File: src/common/fp_format_pkg.sv
`default_nettype none

// single precision field layout shared by fp_mul and fp_add
package fp_format_pkg;

    localparam int FP_EXP_W = 8;    // biased exponent field
    localparam int FP_MAN_W = 23;   // stored fraction, hidden one not counted
    localparam int FP_BIAS  = 127;
    localparam int FP_W     = 1 + FP_EXP_W + FP_MAN_W;

    typedef logic [FP_W-1:0]     fp_word_t;   // raw ieee word
    typedef logic [FP_EXP_W-1:0] fp_exp_t;    // biased exponent
    typedef logic [FP_MAN_W:0]   fp_man_t;    // hidden one on top

    // exponent with headroom for carry out and for underflow below zero
    typedef logic signed [FP_EXP_W+1:0] fp_exp_ext_t;

    // field view of a word, same bit order as fp_word_t
    typedef struct packed {
        logic                sign;
        fp_exp_t             exp;
        logic [FP_MAN_W-1:0] frac;
    } fp_fields_t;

endpackage

`default_nettype wire

File: src/common/pe_op_pkg.sv
`default_nettype none

// operation codes and the streamed beat format of the pe
package pe_op_pkg;

    import fp_format_pkg::*;

    // 3-bit op code, arrives together with the operands
    typedef enum logic [2:0] {
        OP_ADD  = 3'b000,   // inp1 + inp2
        OP_ACC  = 3'b001,   // streaming accumulate, not built, runs as nop
        OP_MUL  = 3'b010,   // inp1 * inp2
        OP_MACC = 3'b011,   // inp1 * inp2 + inp3
        OP_NOP  = 3'b100
    } pe_op_e;

    // one streamed value with its valid bit
    // valid sits above data, so {valid, data} packs as in the vector form
    typedef struct packed {
        logic     valid;
        fp_word_t data;
    } fp_beat_t;

endpackage

`default_nettype wire

File: src/verilog/register_pipe.sv
`timescale 1ns/10ps
`default_nettype none

// plain delay line, DEPTH clocks from i_d to o_q
module register_pipe #(
    parameter int WIDTH = 33,
    parameter int DEPTH = 1     // 0 gives a straight connection
) (
    input  wire logic             clk,
    input  wire logic             i_rst_n,
    input  wire logic [WIDTH-1:0] i_d,
    output logic      [WIDTH-1:0] o_q
);

    generate
        if (DEPTH == 0) begin : g_bypass
            assign o_q = i_d;   // folded stage in the arithmetic units
        end else begin : g_chain
            logic [WIDTH-1:0] stage_q [DEPTH];

            always_ff @(posedge clk) begin
                if (!i_rst_n) begin
                    for (int i = 0; i < DEPTH; i++) begin
                        stage_q[i] <= '0;   // clears valid bits too
                    end
                end else begin
                    stage_q[0] <= i_d;
                    for (int i = 1; i < DEPTH; i++) begin
                        stage_q[i] <= stage_q[i-1];   // shift by one
                    end
                end
            end

            assign o_q = stage_q[DEPTH-1];
        end
    endgenerate

endmodule

`default_nettype wire

File: src/fp_unit/fp_mul.sv
`timescale 1ns/10ps
`default_nettype none

// pipelined fp32 multiply, normal numbers and zero only, truncating
module fp_mul
    import fp_format_pkg::*;
    import pe_op_pkg::*;
#(
    parameter int STAGES = 8    // total latency, 2 or more
) (
    input  wire logic     clk,
    input  wire logic     i_rst_n,
    input  wire fp_beat_t i_a,
    input  wire fp_beat_t i_b,
    output fp_beat_t      o_res
);

    localparam int PROD_W = 2 * (FP_MAN_W + 1);   // full 24x24 product

    typedef struct packed {
        logic              valid;
        logic              sign;
        logic              zero;    // some input was zero or denormal
        fp_exp_ext_t       exp;     // rebiased exponent sum
        logic [PROD_W-1:0] prod;
    } mul_s1_t;

    fp_fields_t          a_f;
    fp_fields_t          b_f;
    fp_man_t             a_man;
    fp_man_t             b_man;
    mul_s1_t             s1;
    fp_exp_ext_t         norm_exp;
    logic [FP_MAN_W-1:0] norm_frac;
    fp_fields_t          res_f;
    fp_beat_t            s2;

    assign a_f   = i_a.data;
    assign b_f   = i_b.data;
    assign a_man = {1'b1, a_f.frac};   // hidden one back in
    assign b_man = {1'b1, b_f.frac};

    // stage 1 sign, exponent and raw product
    always_ff @(posedge clk) begin
        if (!i_rst_n) begin
            s1.valid <= 1'b0;
        end else begin
            s1.valid <= i_a.valid & i_b.valid;
        end
        s1.sign <= a_f.sign ^ b_f.sign;
        s1.zero <= (a_f.exp == '0) | (b_f.exp == '0);   // denormals flush
        s1.exp  <= fp_exp_ext_t'(a_f.exp) + fp_exp_ext_t'(b_f.exp) - fp_exp_ext_t'(FP_BIAS);
        s1.prod <= PROD_W'(a_man) * PROD_W'(b_man);
    end

    // product of two 1.x values lies in [1,4), so at most one bit of shift
    always_comb begin
        if (s1.prod[PROD_W-1]) begin
            norm_exp  = s1.exp + fp_exp_ext_t'(1);
            norm_frac = s1.prod[PROD_W-2 -: FP_MAN_W];
        end else begin
            norm_exp  = s1.exp;
            norm_frac = s1.prod[PROD_W-3 -: FP_MAN_W];
        end
        res_f.sign = s1.sign;
        res_f.exp  = norm_exp[FP_EXP_W-1:0];   // no overflow to inf
        res_f.frac = norm_frac;                // low bits dropped
        if (s1.zero || norm_exp <= 0) begin
            res_f = '0;   // zero operand or underflow
        end
    end

    // stage 2 packed result
    always_ff @(posedge clk) begin
        if (!i_rst_n) begin
            s2.valid <= 1'b0;
        end else begin
            s2.valid <= s1.valid;
        end
        s2.data <= res_f;
    end

    // remaining cycles up to STAGES
    register_pipe #(
        .WIDTH($bits(fp_beat_t)),
        .DEPTH(STAGES - 2)
    ) pad_pipe (
        .clk    (clk),
        .i_rst_n(i_rst_n),
        .i_d    (s2),
        .o_q    (o_res)
    );

endmodule

`default_nettype wire

File: src/fp_unit/fp_add.sv
`timescale 1ns/10ps
`default_nettype none

// pipelined fp32 add, normal numbers and zero only, truncating
// order, align, add/sub, normalize+pack
module fp_add
    import fp_format_pkg::*;
    import pe_op_pkg::*;
#(
    parameter int STAGES = 8    // total latency, 2 or more
) (
    input  wire logic     clk,
    input  wire logic     i_rst_n,
    input  wire fp_beat_t i_a,
    input  wire fp_beat_t i_b,
    output fp_beat_t      o_res
);

    localparam int GRD_W = 3;                     // guard bits below the lsb
    localparam int EXT_W = FP_MAN_W + 1 + GRD_W;  // aligned mantissa width
    localparam int LZ_W  = $clog2(EXT_W + 1);
    // short pipes fold the early stages, pack stage always registered
    localparam int D1 = (STAGES >= 4) ? 1 : 0;
    localparam int D2 = (STAGES >= 3) ? 1 : 0;
    localparam int D4 = (STAGES >= 4) ? STAGES - 3 : 1;   // pack + padding

    typedef struct packed {
        logic    valid;
        logic    sign;       // sign of the larger magnitude
        logic    sub;        // signs differ
        fp_exp_t exp;
        fp_exp_t diff;
        fp_man_t man_big;
        fp_man_t man_small;
    } add_s1_t;

    typedef struct packed {
        logic             valid;
        logic             sign;
        logic             sub;
        fp_exp_t          exp;
        logic [EXT_W-1:0] man_big;
        logic [EXT_W-1:0] man_small;   // already shifted
    } add_s2_t;

    typedef struct packed {
        logic           valid;
        logic           sign;
        fp_exp_t        exp;
        logic [EXT_W:0] sum;   // one carry bit on top
    } add_s3_t;

    fp_fields_t      a_f;
    fp_fields_t      b_f;
    fp_fields_t      big_f;
    fp_fields_t      small_f;
    logic            swap;
    add_s1_t         s1_d;
    add_s1_t         s1_q;
    add_s2_t         s2_d;
    add_s2_t         s2_q;
    add_s3_t         s3_d;
    add_s3_t         s3_q;
    logic [LZ_W-1:0] lz;
    logic [EXT_W:0]  norm_sum;
    fp_exp_ext_t     res_exp;
    fp_fields_t      res_f;
    fp_beat_t        s4_d;

    assign a_f     = i_a.data;
    assign b_f     = i_b.data;
    assign swap    = {b_f.exp, b_f.frac} > {a_f.exp, a_f.frac};   // magnitude compare
    assign big_f   = swap ? b_f : a_f;
    assign small_f = swap ? a_f : b_f;

    // stage 1 order operands
    always_comb begin
        s1_d.valid     = i_a.valid & i_b.valid;
        s1_d.sign      = big_f.sign;
        s1_d.sub       = big_f.sign ^ small_f.sign;
        s1_d.exp       = big_f.exp;
        s1_d.diff      = big_f.exp - small_f.exp;   // never negative
        s1_d.man_big   = (big_f.exp == '0) ? '0 : {1'b1, big_f.frac};
        s1_d.man_small = (small_f.exp == '0) ? '0 : {1'b1, small_f.frac};
    end

    register_pipe #(.WIDTH($bits(add_s1_t)), .DEPTH(D1)) s1_pipe (
        .clk(clk), .i_rst_n(i_rst_n), .i_d(s1_d), .o_q(s1_q)
    );

    // stage 2 align the smaller one
    always_comb begin
        s2_d.valid     = s1_q.valid;
        s2_d.sign      = s1_q.sign;
        s2_d.sub       = s1_q.sub;
        s2_d.exp       = s1_q.exp;
        s2_d.man_big   = {s1_q.man_big, {GRD_W{1'b0}}};
        s2_d.man_small = {s1_q.man_small, {GRD_W{1'b0}}} >> s1_q.diff;   // big diff gives 0
    end

    register_pipe #(.WIDTH($bits(add_s2_t)), .DEPTH(D2)) s2_pipe (
        .clk(clk), .i_rst_n(i_rst_n), .i_d(s2_d), .o_q(s2_q)
    );

    // stage 3 magnitude add or subtract
    always_comb begin
        s3_d.valid = s2_q.valid;
        s3_d.sign  = s2_q.sign;
        s3_d.exp   = s2_q.exp;
        if (s2_q.sub) begin
            s3_d.sum = {1'b0, s2_q.man_big} - {1'b0, s2_q.man_small};   // big >= small
        end else begin
            s3_d.sum = {1'b0, s2_q.man_big} + {1'b0, s2_q.man_small};
        end
    end

    register_pipe #(.WIDTH($bits(add_s3_t)), .DEPTH(1)) s3_pipe (
        .clk(clk), .i_rst_n(i_rst_n), .i_d(s3_d), .o_q(s3_q)
    );

    // stage 4 leading one, normalize, pack
    always_comb begin
        lz = '0;
        for (int i = 0; i <= EXT_W; i++) begin
            if (s3_q.sum[i]) begin
                lz = LZ_W'(EXT_W - i);   // highest set bit wins
            end
        end
        norm_sum = s3_q.sum << lz;
        // carry bit position stands for exp + 1
        res_exp    = fp_exp_ext_t'(s3_q.exp) + fp_exp_ext_t'(1) - fp_exp_ext_t'(lz);
        res_f.sign = s3_q.sign;
        res_f.exp  = res_exp[FP_EXP_W-1:0];
        res_f.frac = norm_sum[EXT_W-1 -: FP_MAN_W];   // guard bits dropped
        if (s3_q.sum == '0 || res_exp <= 0) begin
            res_f = '0;   // exact zero or underflow
        end
        s4_d.valid = s3_q.valid;
        s4_d.data  = res_f;
    end

    register_pipe #(.WIDTH($bits(fp_beat_t)), .DEPTH(D4)) s4_pipe (
        .clk(clk), .i_rst_n(i_rst_n), .i_d(s4_d), .o_q(o_res)
    );

endmodule

`default_nettype wire

File: src/verilog/pe_ctrl.sv
`timescale 1ns/10ps
`default_nettype none

// op decode for the pe
// carries the op alongside the data and drives every select
module pe_ctrl
    import pe_op_pkg::*;
#(
    parameter int LATENCY = 16
) (
    input  wire logic   clk,
    input  wire logic   i_rst_n,
    input  wire pe_op_e i_op,
    input  wire logic   i_valid1,        // inp1 valid, LATENCY/2 after entry
    input  wire logic   i_valid2,        // inp2 valid, same point
    output logic        o_mul_en,        // at entry
    output logic        o_add_macc,      // product + inp3 into the adder
    output logic        o_add_en,        // adder operands valid
    output logic        o_out_sel_mul,   // out1 from the delayed product
    output logic        o_out_en         // out1 may be valid
);

    localparam int OP_W = $bits(pe_op_e);

    logic [OP_W-1:0] op_d;    // op at the adder input
    logic [OP_W-1:0] op_dd;   // op at the output

    // only mul and macc use the multiplier
    assign o_mul_en = (i_op == OP_MUL) || (i_op == OP_MACC);

    register_pipe #(
        .WIDTH(OP_W),
        .DEPTH(LATENCY / 2)
    ) op_pipe_d (
        .clk    (clk),
        .i_rst_n(i_rst_n),
        .i_d    (i_op),
        .o_q    (op_d)
    );

    assign o_add_macc = (op_d == OP_MACC);
    // both streamed operands must have been valid
    assign o_add_en   = i_valid1 & i_valid2 & ((op_d == OP_ADD) || (op_d == OP_MACC));

    register_pipe #(
        .WIDTH(OP_W),
        .DEPTH(LATENCY / 2)
    ) op_pipe_dd (
        .clk    (clk),
        .i_rst_n(i_rst_n),
        .i_d    (op_d),
        .o_q    (op_dd)
    );

    assign o_out_sel_mul = (op_dd == OP_MUL);
    // acc, nop and unknown codes never give a result
    assign o_out_en      = (op_dd == OP_ADD) || (op_dd == OP_MUL) || (op_dd == OP_MACC);

endmodule

`default_nettype wire

File: src/verilog/pe_typec.sv
`timescale 1ns/10ps
`default_nettype none

// fp processing element, type c
// half the latency in the multiplier and half in the adder
module pe_typec
    import fp_format_pkg::*;
    import pe_op_pkg::*;
#(
    parameter int LATENCY = 16   // even, 4 or more
) (
    input  wire logic     clk,
    input  wire logic     i_rst_n,
    input  wire fp_beat_t i_inp1,
    input  wire fp_beat_t i_inp2,
    input  wire fp_word_t i_inp3,   // side operand, always valid
    input  wire pe_op_e   i_op,
    output fp_beat_t      o_out1,   // arithmetic result
    output fp_beat_t      o_out2    // inp1 passed on
);

    localparam int HALF = LATENCY / 2;

    fp_beat_t inp1_d;    // operands at the adder input
    fp_beat_t inp2_d;
    fp_word_t inp3_d;
    fp_beat_t mul_a;
    fp_beat_t mul_b;
    fp_beat_t mul_res;
    fp_beat_t mul_d;     // product lined up with the adder output
    fp_beat_t add_a;
    fp_beat_t add_b;
    fp_beat_t add_res;
    logic     mul_en;
    logic     add_macc;
    logic     add_en;
    logic     out_sel_mul;
    logic     out_en;

    pe_ctrl #(.LATENCY(LATENCY)) pe_ctrl_i (
        .clk          (clk),
        .i_rst_n      (i_rst_n),
        .i_op         (i_op),
        .i_valid1     (inp1_d.valid),
        .i_valid2     (inp2_d.valid),
        .o_mul_en     (mul_en),
        .o_add_macc   (add_macc),
        .o_add_en     (add_en),
        .o_out_sel_mul(out_sel_mul),
        .o_out_en     (out_en)
    );

    register_pipe #(.WIDTH($bits(fp_beat_t)), .DEPTH(LATENCY)) out2_pipe (
        .clk(clk), .i_rst_n(i_rst_n), .i_d(i_inp1), .o_q(o_out2)
    );
    register_pipe #(.WIDTH($bits(fp_beat_t)), .DEPTH(HALF)) inp1_pipe (
        .clk(clk), .i_rst_n(i_rst_n), .i_d(i_inp1), .o_q(inp1_d)
    );
    register_pipe #(.WIDTH($bits(fp_beat_t)), .DEPTH(HALF)) inp2_pipe (
        .clk(clk), .i_rst_n(i_rst_n), .i_d(i_inp2), .o_q(inp2_d)
    );
    register_pipe #(.WIDTH($bits(fp_word_t)), .DEPTH(HALF)) inp3_pipe (
        .clk(clk), .i_rst_n(i_rst_n), .i_d(i_inp3), .o_q(inp3_d)
    );

    // multiplier sees valid operands for mul and macc only
    assign mul_a = '{valid: i_inp1.valid & mul_en, data: i_inp1.data};
    assign mul_b = '{valid: i_inp2.valid & mul_en, data: i_inp2.data};

    fp_mul #(.STAGES(HALF)) fp_mul_i (
        .clk(clk), .i_rst_n(i_rst_n), .i_a(mul_a), .i_b(mul_b), .o_res(mul_res)
    );

    register_pipe #(.WIDTH($bits(fp_beat_t)), .DEPTH(HALF)) mul_pipe (
        .clk(clk), .i_rst_n(i_rst_n), .i_d(mul_res), .o_q(mul_d)
    );

    // add takes inp1 + inp2, macc takes product + inp3
    assign add_a = '{valid: add_en, data: add_macc ? mul_res.data : inp1_d.data};
    assign add_b = '{valid: add_en, data: add_macc ? inp3_d : inp2_d.data};

    fp_add #(.STAGES(HALF)) fp_add_i (
        .clk(clk), .i_rst_n(i_rst_n), .i_a(add_a), .i_b(add_b), .o_res(add_res)
    );

    always_comb begin
        if (out_sel_mul) begin
            o_out1.data  = mul_d.data;
            o_out1.valid = out_en & mul_d.valid;
        end else begin
            o_out1.data  = add_res.data;
            o_out1.valid = out_en & add_res.valid;   // low for nop codes
        end
    end

endmodule

`default_nettype wire

File: config.mk
export PLATFORM = sky130hd
export DESIGN_NAME = pe_typec
export DESIGN_NICKNAME = d
export VERILOG_FILES = /design/src/common/fp_format_pkg.sv /design/src/common/pe_op_pkg.sv /design/src/verilog/register_pipe.sv /design/src/fp_unit/fp_mul.sv /design/src/fp_unit/fp_add.sv /design/src/verilog/pe_ctrl.sv /design/src/verilog/pe_typec.sv
export SDC_FILE = /design/constraint.sdc
export NUM_CORES = 2
export LEC_CHECK = 0
export BUFFER_PORTS_ARGS = -buffer_cell sky130_fd_sc_hd__buf_2
export CAP_MARGIN = 30
export CELL_PAD_IN_SITES_DETAIL_PLACEMENT = 1
export CELL_PAD_IN_SITES_GLOBAL_PLACEMENT = 2
export CORE_AREA = 8 8 443 445
export CTS_CLUSTER_DIAMETER = 80
export DETAILED_ROUTE_END_ITERATION = 8
export DIE_AREA = 0 0 451 453
export PLACE_DENSITY_LB_ADDON = 0.1
export SETUP_SLACK_MARGIN = 0.1
export SLEW_MARGIN = 20
export SYNTH_ARGS = -nofsm -noshare
export SYNTH_HDL_FRONTEND = slang
export SYNTH_SLANG_ARGS = --single-unit
export TNS_END_PERCENT = 30
File: constraint.sdc
create_clock -name clk -period 9.7 [get_ports clk]
set_input_delay 1.94 -clock clk [delete_from_list [all_inputs] [get_ports clk]]
set_output_delay 1.94 -clock clk [all_outputs]
set_load 0.005 [all_outputs]
## Word level (Yosys, flattened, before mapping)

Memory sizes are Yosys's and may differ from the RTL's.
Index checks and enable logic that the tools add are counted.

| storage, ports and cells | value |
|---|---|
| memories | 12 |
| flip-flop bits (word level) | 94 |
| word-level logic and storage cells | 261 |
| bits in latches | 0 |
| input port bits | 103 |
| bits in read-only memories | 0 |
| RAM bits | 2,154 |

Memory list:

| memory | words | bits a word | read ports | clocked after memory_dff | write ports | RTL line | source |
|---|---|---|---|---|---|---|---|
| out2_pipe.g_chain.stage_q | 16 | 33 | 16 | 0 | 16 | register_pipe.sv:19 | `logic [WIDTH-1:0] stage_q [DEPTH];` |
| inp1_pipe.g_chain.stage_q | 8 | 33 | 8 | 0 | 8 | register_pipe.sv:19 |  |
| inp2_pipe.g_chain.stage_q | 8 | 33 | 8 | 0 | 8 | register_pipe.sv:19 |  |
| mul_pipe.g_chain.stage_q | 8 | 33 | 8 | 0 | 8 | register_pipe.sv:19 |  |
| inp3_pipe.g_chain.stage_q | 8 | 32 | 8 | 0 | 8 | register_pipe.sv:19 |  |
| fp_mul_i.pad_pipe.g_chain.stage_q | 6 | 33 | 6 | 0 | 6 | register_pipe.sv:19 |  |
| 6 more memories | - | - | - | - | - | - |  |

| operators by class | value |
|---|---|
| multiplexer cells | 122 |
| multiply operators | 1 |
| $add $sub $neg | 8 |
| divide/modulo/power cells | 0 |
| bitwise operators | 85 |
| $lt $le $gt $ge | 3 |
| reductions and logical operators | 16 |
| shift operators | 2 |
| equality and inequality tests | 5 |

Operators by type and width:

| kind | count |
|---|---|
| $mux W33 | 52 |
| $mux W32 | 13 |
| $mux W5 | 28 |
| $or A1 B1 Y1 | 76 |
| $mux W67 | 1 |
| $reduce_or A67 Y1 | 1 |
| $mux W62 | 1 |
| $reduce_or A62 Y1 | 1 |
| $mul A24 B24 Y48 | 1 |
| $mux W24 | 2 |
| $mux W3 | 16 |
| $mux W38 | 1 |
| $reduce_or A38 Y1 | 1 |
| $logic_not A8 Y1 | 4 |
| $gt A31 B31 Y1 | 1 |
| $add A27 B27 Y28 | 1 |
| $logic_not A28 Y1 | 1 |
| $mux W28 | 1 |
| $shl A28 B5 Y27 | 1 |
| $sub A27 B27 Y28 | 1 |
| $shr A27 B8 Y27 | 1 |
| $mux W23 | 1 |
| $le A10 B1 Y1 const B | 2 |
| $eq A3 B2 Y1 const B | 5 |
| 12 further kinds | 29 |

## Longest topological paths before layout

An unclocked memory read counts as a cell.

| depth | value |
|---|---|
| word-level depth | 34 |
| gate-level depth with buffers | 26 |
| gate-level depth less buffers | 25 |

## By module

A second synthesis with hierarchy kept.

| unflattened totals | value |
|---|---|
| cells, all modules | 8,343 |
| area, all modules | 89,387.0 um^2 |

By module, submodules not included:

| module | times used | cells each | sequential area each (um^2) | area an instance (um^2) |
|---|---|---|---|---|
| register_pipe at inp1_pipe ... | 3 | 590 | 5,285.1 | 7,334.5 |
| fp_mul | 1 | 2,291 | 1,421.4 | 20,693.6 |
| register_pipe at out2_pipe | 1 | 1,147 | 10,570.1 | 14,423.8 |
| fp_add | 1 | 1,181 | 0.0 | 7,405.9 |
| register_pipe at inp3_pipe | 1 | 572 | 5,124.9 | 7,110.6 |
| register_pipe at fp_mul_i.pad_pipe | 1 | 450 | 3,963.8 | 5,622.9 |
| register_pipe at fp_add_i.s4_pipe | 1 | 348 | 3,303.2 | 4,526.8 |
| register_pipe at fp_add_i.s1_pipe | 1 | 141 | 1,341.3 | 1,816.7 |
| register_pipe at fp_add_i.s2_pipe | 1 | 137 | 1,301.2 | 1,780.5 |
| pe_typec | 1 | 111 | 0.0 | 1,519.0 |
| register_pipe at pe_ctrl_i.op_pipe_d ... | 2 | 53 | 480.5 | 698.2 |
| register_pipe at fp_add_i.s3_pipe | 1 | 80 | 760.7 | 1,037.2 |
| pe_ctrl | 1 | 9 | 0.0 | 50.0 |

## Least setup slack after synthesis

OpenSTA, ideal clock, no wires.

| timing path | value |
|---|---|
| kind | input port to flip-flop |
| from | in i_inp2[3] (netlist bit) |
| to | reg fp_mul_i.s1[43] (netlist bit) |
| setup time | 78 ps |
| required time | 9,622 ps |
| stages on the path | 25 |
| path slack | 1,303 ps |
| arrival | 8,319 ps |
| buffers on the path | 1 |
| path through | clkbuf_1 nand2_1 fa_1 inv_1 fa_1 fa_1 inv_1 fa_1 inv_1 fa_1 inv_1 fa_1 inv_1 fa_1 ha_1 o21a_1 o211ai_1 a41oi_1 a211o_1 o41ai_4 o31ai_2 o31ai_4 o31ai_2 a311o_1 a32oi_1 |

| on the way | value |
|---|---|
| word-level cells in the longest chain between the ends | 1 |

Ends and longest elaborated chain:

| element | RTL line | source |
|---|---|---|
| from (decl) | pe_typec.sv:15 | `input wire fp_beat_t i_inp2,` |
| $mul A24 B24 Y48 | fp_mul.sv:53 | `s1.prod <= PROD_W'(a_man) * PROD_W'(b_man);` |
| to (decl) | fp_mul.sv:32 | `mul_s1_t s1;` |

No other way between the ends.
A chain may end at the register's enable or synchronous reset.

## Worst setup path in the final report

| timing path | value |
|---|---|
| from | in i_inp1[15] (netlist bit) |
| to | reg fp_mul_i.s1[45] (netlist bit) |

| on the way | value |
|---|---|
| word-level cells in the longest chain between the ends | 1 |

Ends and longest elaborated chain:

| element | RTL line | source |
|---|---|---|
| from (decl) | pe_typec.sv:14 | `input wire fp_beat_t i_inp1,` |
| $mul A24 B24 Y48 | fp_mul.sv:53 |  |

No other way between the ends.

==> out/results.txt <==
# hold bufs at CTS - 0
NetSw - 11100 uW
Synth unique cells - 92
Tot Pwr - 29700 uW
Max Clk Rate - 0.120 GHz
First-pass GRT wire length - 295000 um
Met1 Use GR - 23.5%
Crit end category - flop
Critical path arrival - 9.05 ns
Number of flops mapped to enable cells by yosys - 0
Die Y - 453 um
Peak supply drop - 625 uV
Post-Syn Instances - 7392
Initial Util - 41.7%
Post-CTS setup buffers - 0
Post-synth ARST share - 0%
RSZ-0062 raised after global routing - false
DR DRC count - 0
DR pass1 iterations - 5
Switch share - 37.5%
Row count - 160
Post-CTS resize count - 0
Synth Flop Type - dfxtp_1
Synth-to-Final Area Change - 12.4%
Worst Hold Depth - 1
Critical path class - in -> reg
Placeable Area - 189000 sq um
CTS tree - done
Syn Nets - 8253
Layout cells sized above 1 - 9.23%
GRT busiest layer - met2
Clk pwr share - 25.3%
Clock Tree Buf Depth - 3
Dpl cells - 9753
Routing usage on met3 - 2.66%
Total CTS buffers - 196
Status - complete, no violations
Synthesis Warnings - 0
WP data required - 10.39 ns
Pwr dens - 334 nW/um^2
# IOs - 169
Avg Cell Area, Syn - 10.7 sq um
Final min period - 8.36 ns
1st-iter DRT viols - 2109
Startpoint Class - input port
Min-Delay Path Class - reg -> reg
Sequential share of power - 29.1%
DR WL/cell - 18.6 um
Clk sinks - 1961
Critical Path Fanout Max - 17
Hpwl dp - 139000 um
Final net count - 8303
Grt total ovfl - 0
Leak - 0.0394 uW
Post-Layout Cell Count - 10.1k
Worst slew pin tran - 1.00 ns
Worst R2R Path Depth - 22
Clock-pin slew of the registers on the worst-case setup and hold paths - 0.06 ns
GRT Total Usage - 18.2%
Post-synthesis sequential area ratio - 49.7%
Die area - 204000 sq um
Total number of vias - 47.0k
Worst skew pair latency - 0.81 ns
Post-DR vias/cell - 4.65
Final Hold Viols - 0
Die X - 451 um
Most frequent cells in the layout - 1960 x dfxtp_1, 1955 x and2_1, 628 x inv_1
Initial antenna violation count - 11
Mapped Area - 79000 sq um
Flops & latches, synth - 1961
Routability congestion estimate from global placement - 0.843
Largest net degree at the start of global routing - 296
Filler cell count - 20.3k
Max cap viols - 0
WL final - 188000 um
Internal Dissipation - 18500 uW
Tcrit/Tclk final - 86.2%
Most common cell after layout, fill and taps aside - dfxtp_1
Met2 Usage GRT - 32.2%
Pins over their slew limit - 0
Worst Clk Skew - 0.0617 ns
IO buf count - 168
Slew HR - 33.2%
Setup TNS - 0 ns
# H-tree levels - 4
Post-route antenna net violation count - 0
Logic gate share of total power - 45.6%
Vias in the first global route - 50.8k
Root Buffer - clkbuf_16
Setup violations, final - 0
-- cell usage after synthesis, drive strengths merged (16+ instances only) --
cell / count / share of area, %
dfxtp: 1961 / 50
fa: 484 / 12
xnor2: 51 / 0.57
nor2: 259 / 1.2
and3: 18 / 0.15
nand2b: 21 / 0.17
mux4: 19 / 0.54
a21o: 33 / 0.31
nor4: 17 / 0.14
nor3: 26 / 0.16
clkbuf: 360 / 1.7
nand2: 417 / 2.0
mux2i: 122 / 1.5
a21oi: 134 / 0.86
inv: 630 / 3.0
a31oi: 16 / 0.13
and2: 1955 / 15
a211oi: 70 / 0.68
xor2: 32 / 0.35
ha: 274 / 4.3
nand3: 50 / 0.32
o21ai: 98 / 0.62
mux2: 67 / 0.96
buf: 53 / 0.45
-- worst max-delay path: stages --
cell      delay, ns
buf_2          0.26
buf_4          0.33
nand2_1        0.11
fa_1           0.51
inv_1          0.05
fa_1           0.49
fa_1           0.55
inv_1          0.05
fa_1           0.48
fa_1           0.52
fa_1           0.52
inv_1          0.06
fa_1           0.44
ha_1           0.33
o21a_1         0.12
o211ai_1       0.12
nor4_2         0.48
o41ai_4        0.18
o31ai_2        0.36
o31ai_4        0.13
o31ai_2        0.65
a221oi_1       0.20
xnor2_1        0.17
-- power by group through the flow --
stage / Sequential (uW) / Clock (uW) / Combinational [uW]
2_1_floorplan: 8740 / 0 / 9280
3_3_place_gp: 8800 / 0 / 13400
3_5_place_dp: 8810 / 0 / 13600
4_1_cts: 8630 / 7780 / 13700
5_1_grt: 8650 / 8120 / 15100
6_report: 8620 / 7510 / 13500
-- routing by layer --
layer / wire length [um] / share of wire, %
met1: 85600 / 46
met2: 91600 / 49
met3: 6180 / 3.3
met4: 4290 / 2.3
met5: 33 / 0.018
-- worst paths after layout --
| kind | to | slack, ns | start |
|---|---|---|---|
| worst max-delay path | fp_mul_i.s1[45]$_DFF_P_ | 1.34 | i_inp1[15] |
| worst min-delay path | mul_pipe.g_chain.stage_q[0][80]$_SDFF_PN0_ | 0.38 | mul_pipe.g_chain.stage_q[0][47]$_SDFF_PN0_ |
| worst max register to register | fp_add_i.s4_pipe.g_chain.stage_q[0][19]$_SDFF_PP0_ | 3.94 | fp_add_i.s3_pipe.g_chain.stage_q[0][4]$_SDFF_PN0_ |
| worst min register to register | mul_pipe.g_chain.stage_q[0][80]$_SDFF_PN0_ | 0.38 | mul_pipe.g_chain.stage_q[0][47]$_SDFF_PN0_ |
-- cell type report --
class                      instances  area (sq um)  share of cell area (%)
timing repair buffer             265          1710                    1.92
tap                             2511          3140                    3.54
multi-input combinational       4387         35700                    40.2
sequential                      1961         39300                    44.2
inverter                         631          2370                    2.67
clock inverter                    61           754                   0.850
antenna                            1          2.50                 0.00282
clock buffer                     293          5900                    6.65
-- sequential cells by signal, summed over array words and instances (netlist names), 67 cells and up --
name                               flops
fp_mul_i.pad_pipe.g_chain.stage_q    198
inp2_pipe.g_chain.stage_q            264
inp1_pipe.g_chain.stage_q            262
out2_pipe.g_chain.stage_q            266
fp_add_i.s4_pipe.g_chain.stage_q     165
fp_add_i.s1_pipe.g_chain.stage_q      67
mul_pipe.g_chain.stage_q             264
inp3_pipe.g_chain.stage_q            256
-- cell families (layout without fill, tap and decap cells) --
kind of cell               after synthesis  count (layout)  share of synthesized area (%)
and+or+nand+nor                       2848            2848                           20.4
DFF                                   1961            1961                           49.7
buffers and inverters                 1044            1250                           5.16
adders and majority gates              758             758                           16.6
AOI/OAI and AO/OA                      490             490                           4.13
muxes                                  208             208                           3.04
xor gates and xnor gates                83              83                          0.921
other                                    0               1                              0
-- metrics by stage --
stage	cell area [sq um]	hold WS, ns	worst slack (ns)	utilization, %
6_report	88800	0.382	1.34	46.9
5_1_grt	88800	0.405	1.05	46.9
4_1_cts	88700	0.381	1.31	46.9
3_5_place_dp	82100	0.419	0.414	43.4
3_3_place_gp	82000	0.413	0.498	43.3
2_1_floorplan	79000	0.394	1.30	-
(Power assumes the default switching activity.)
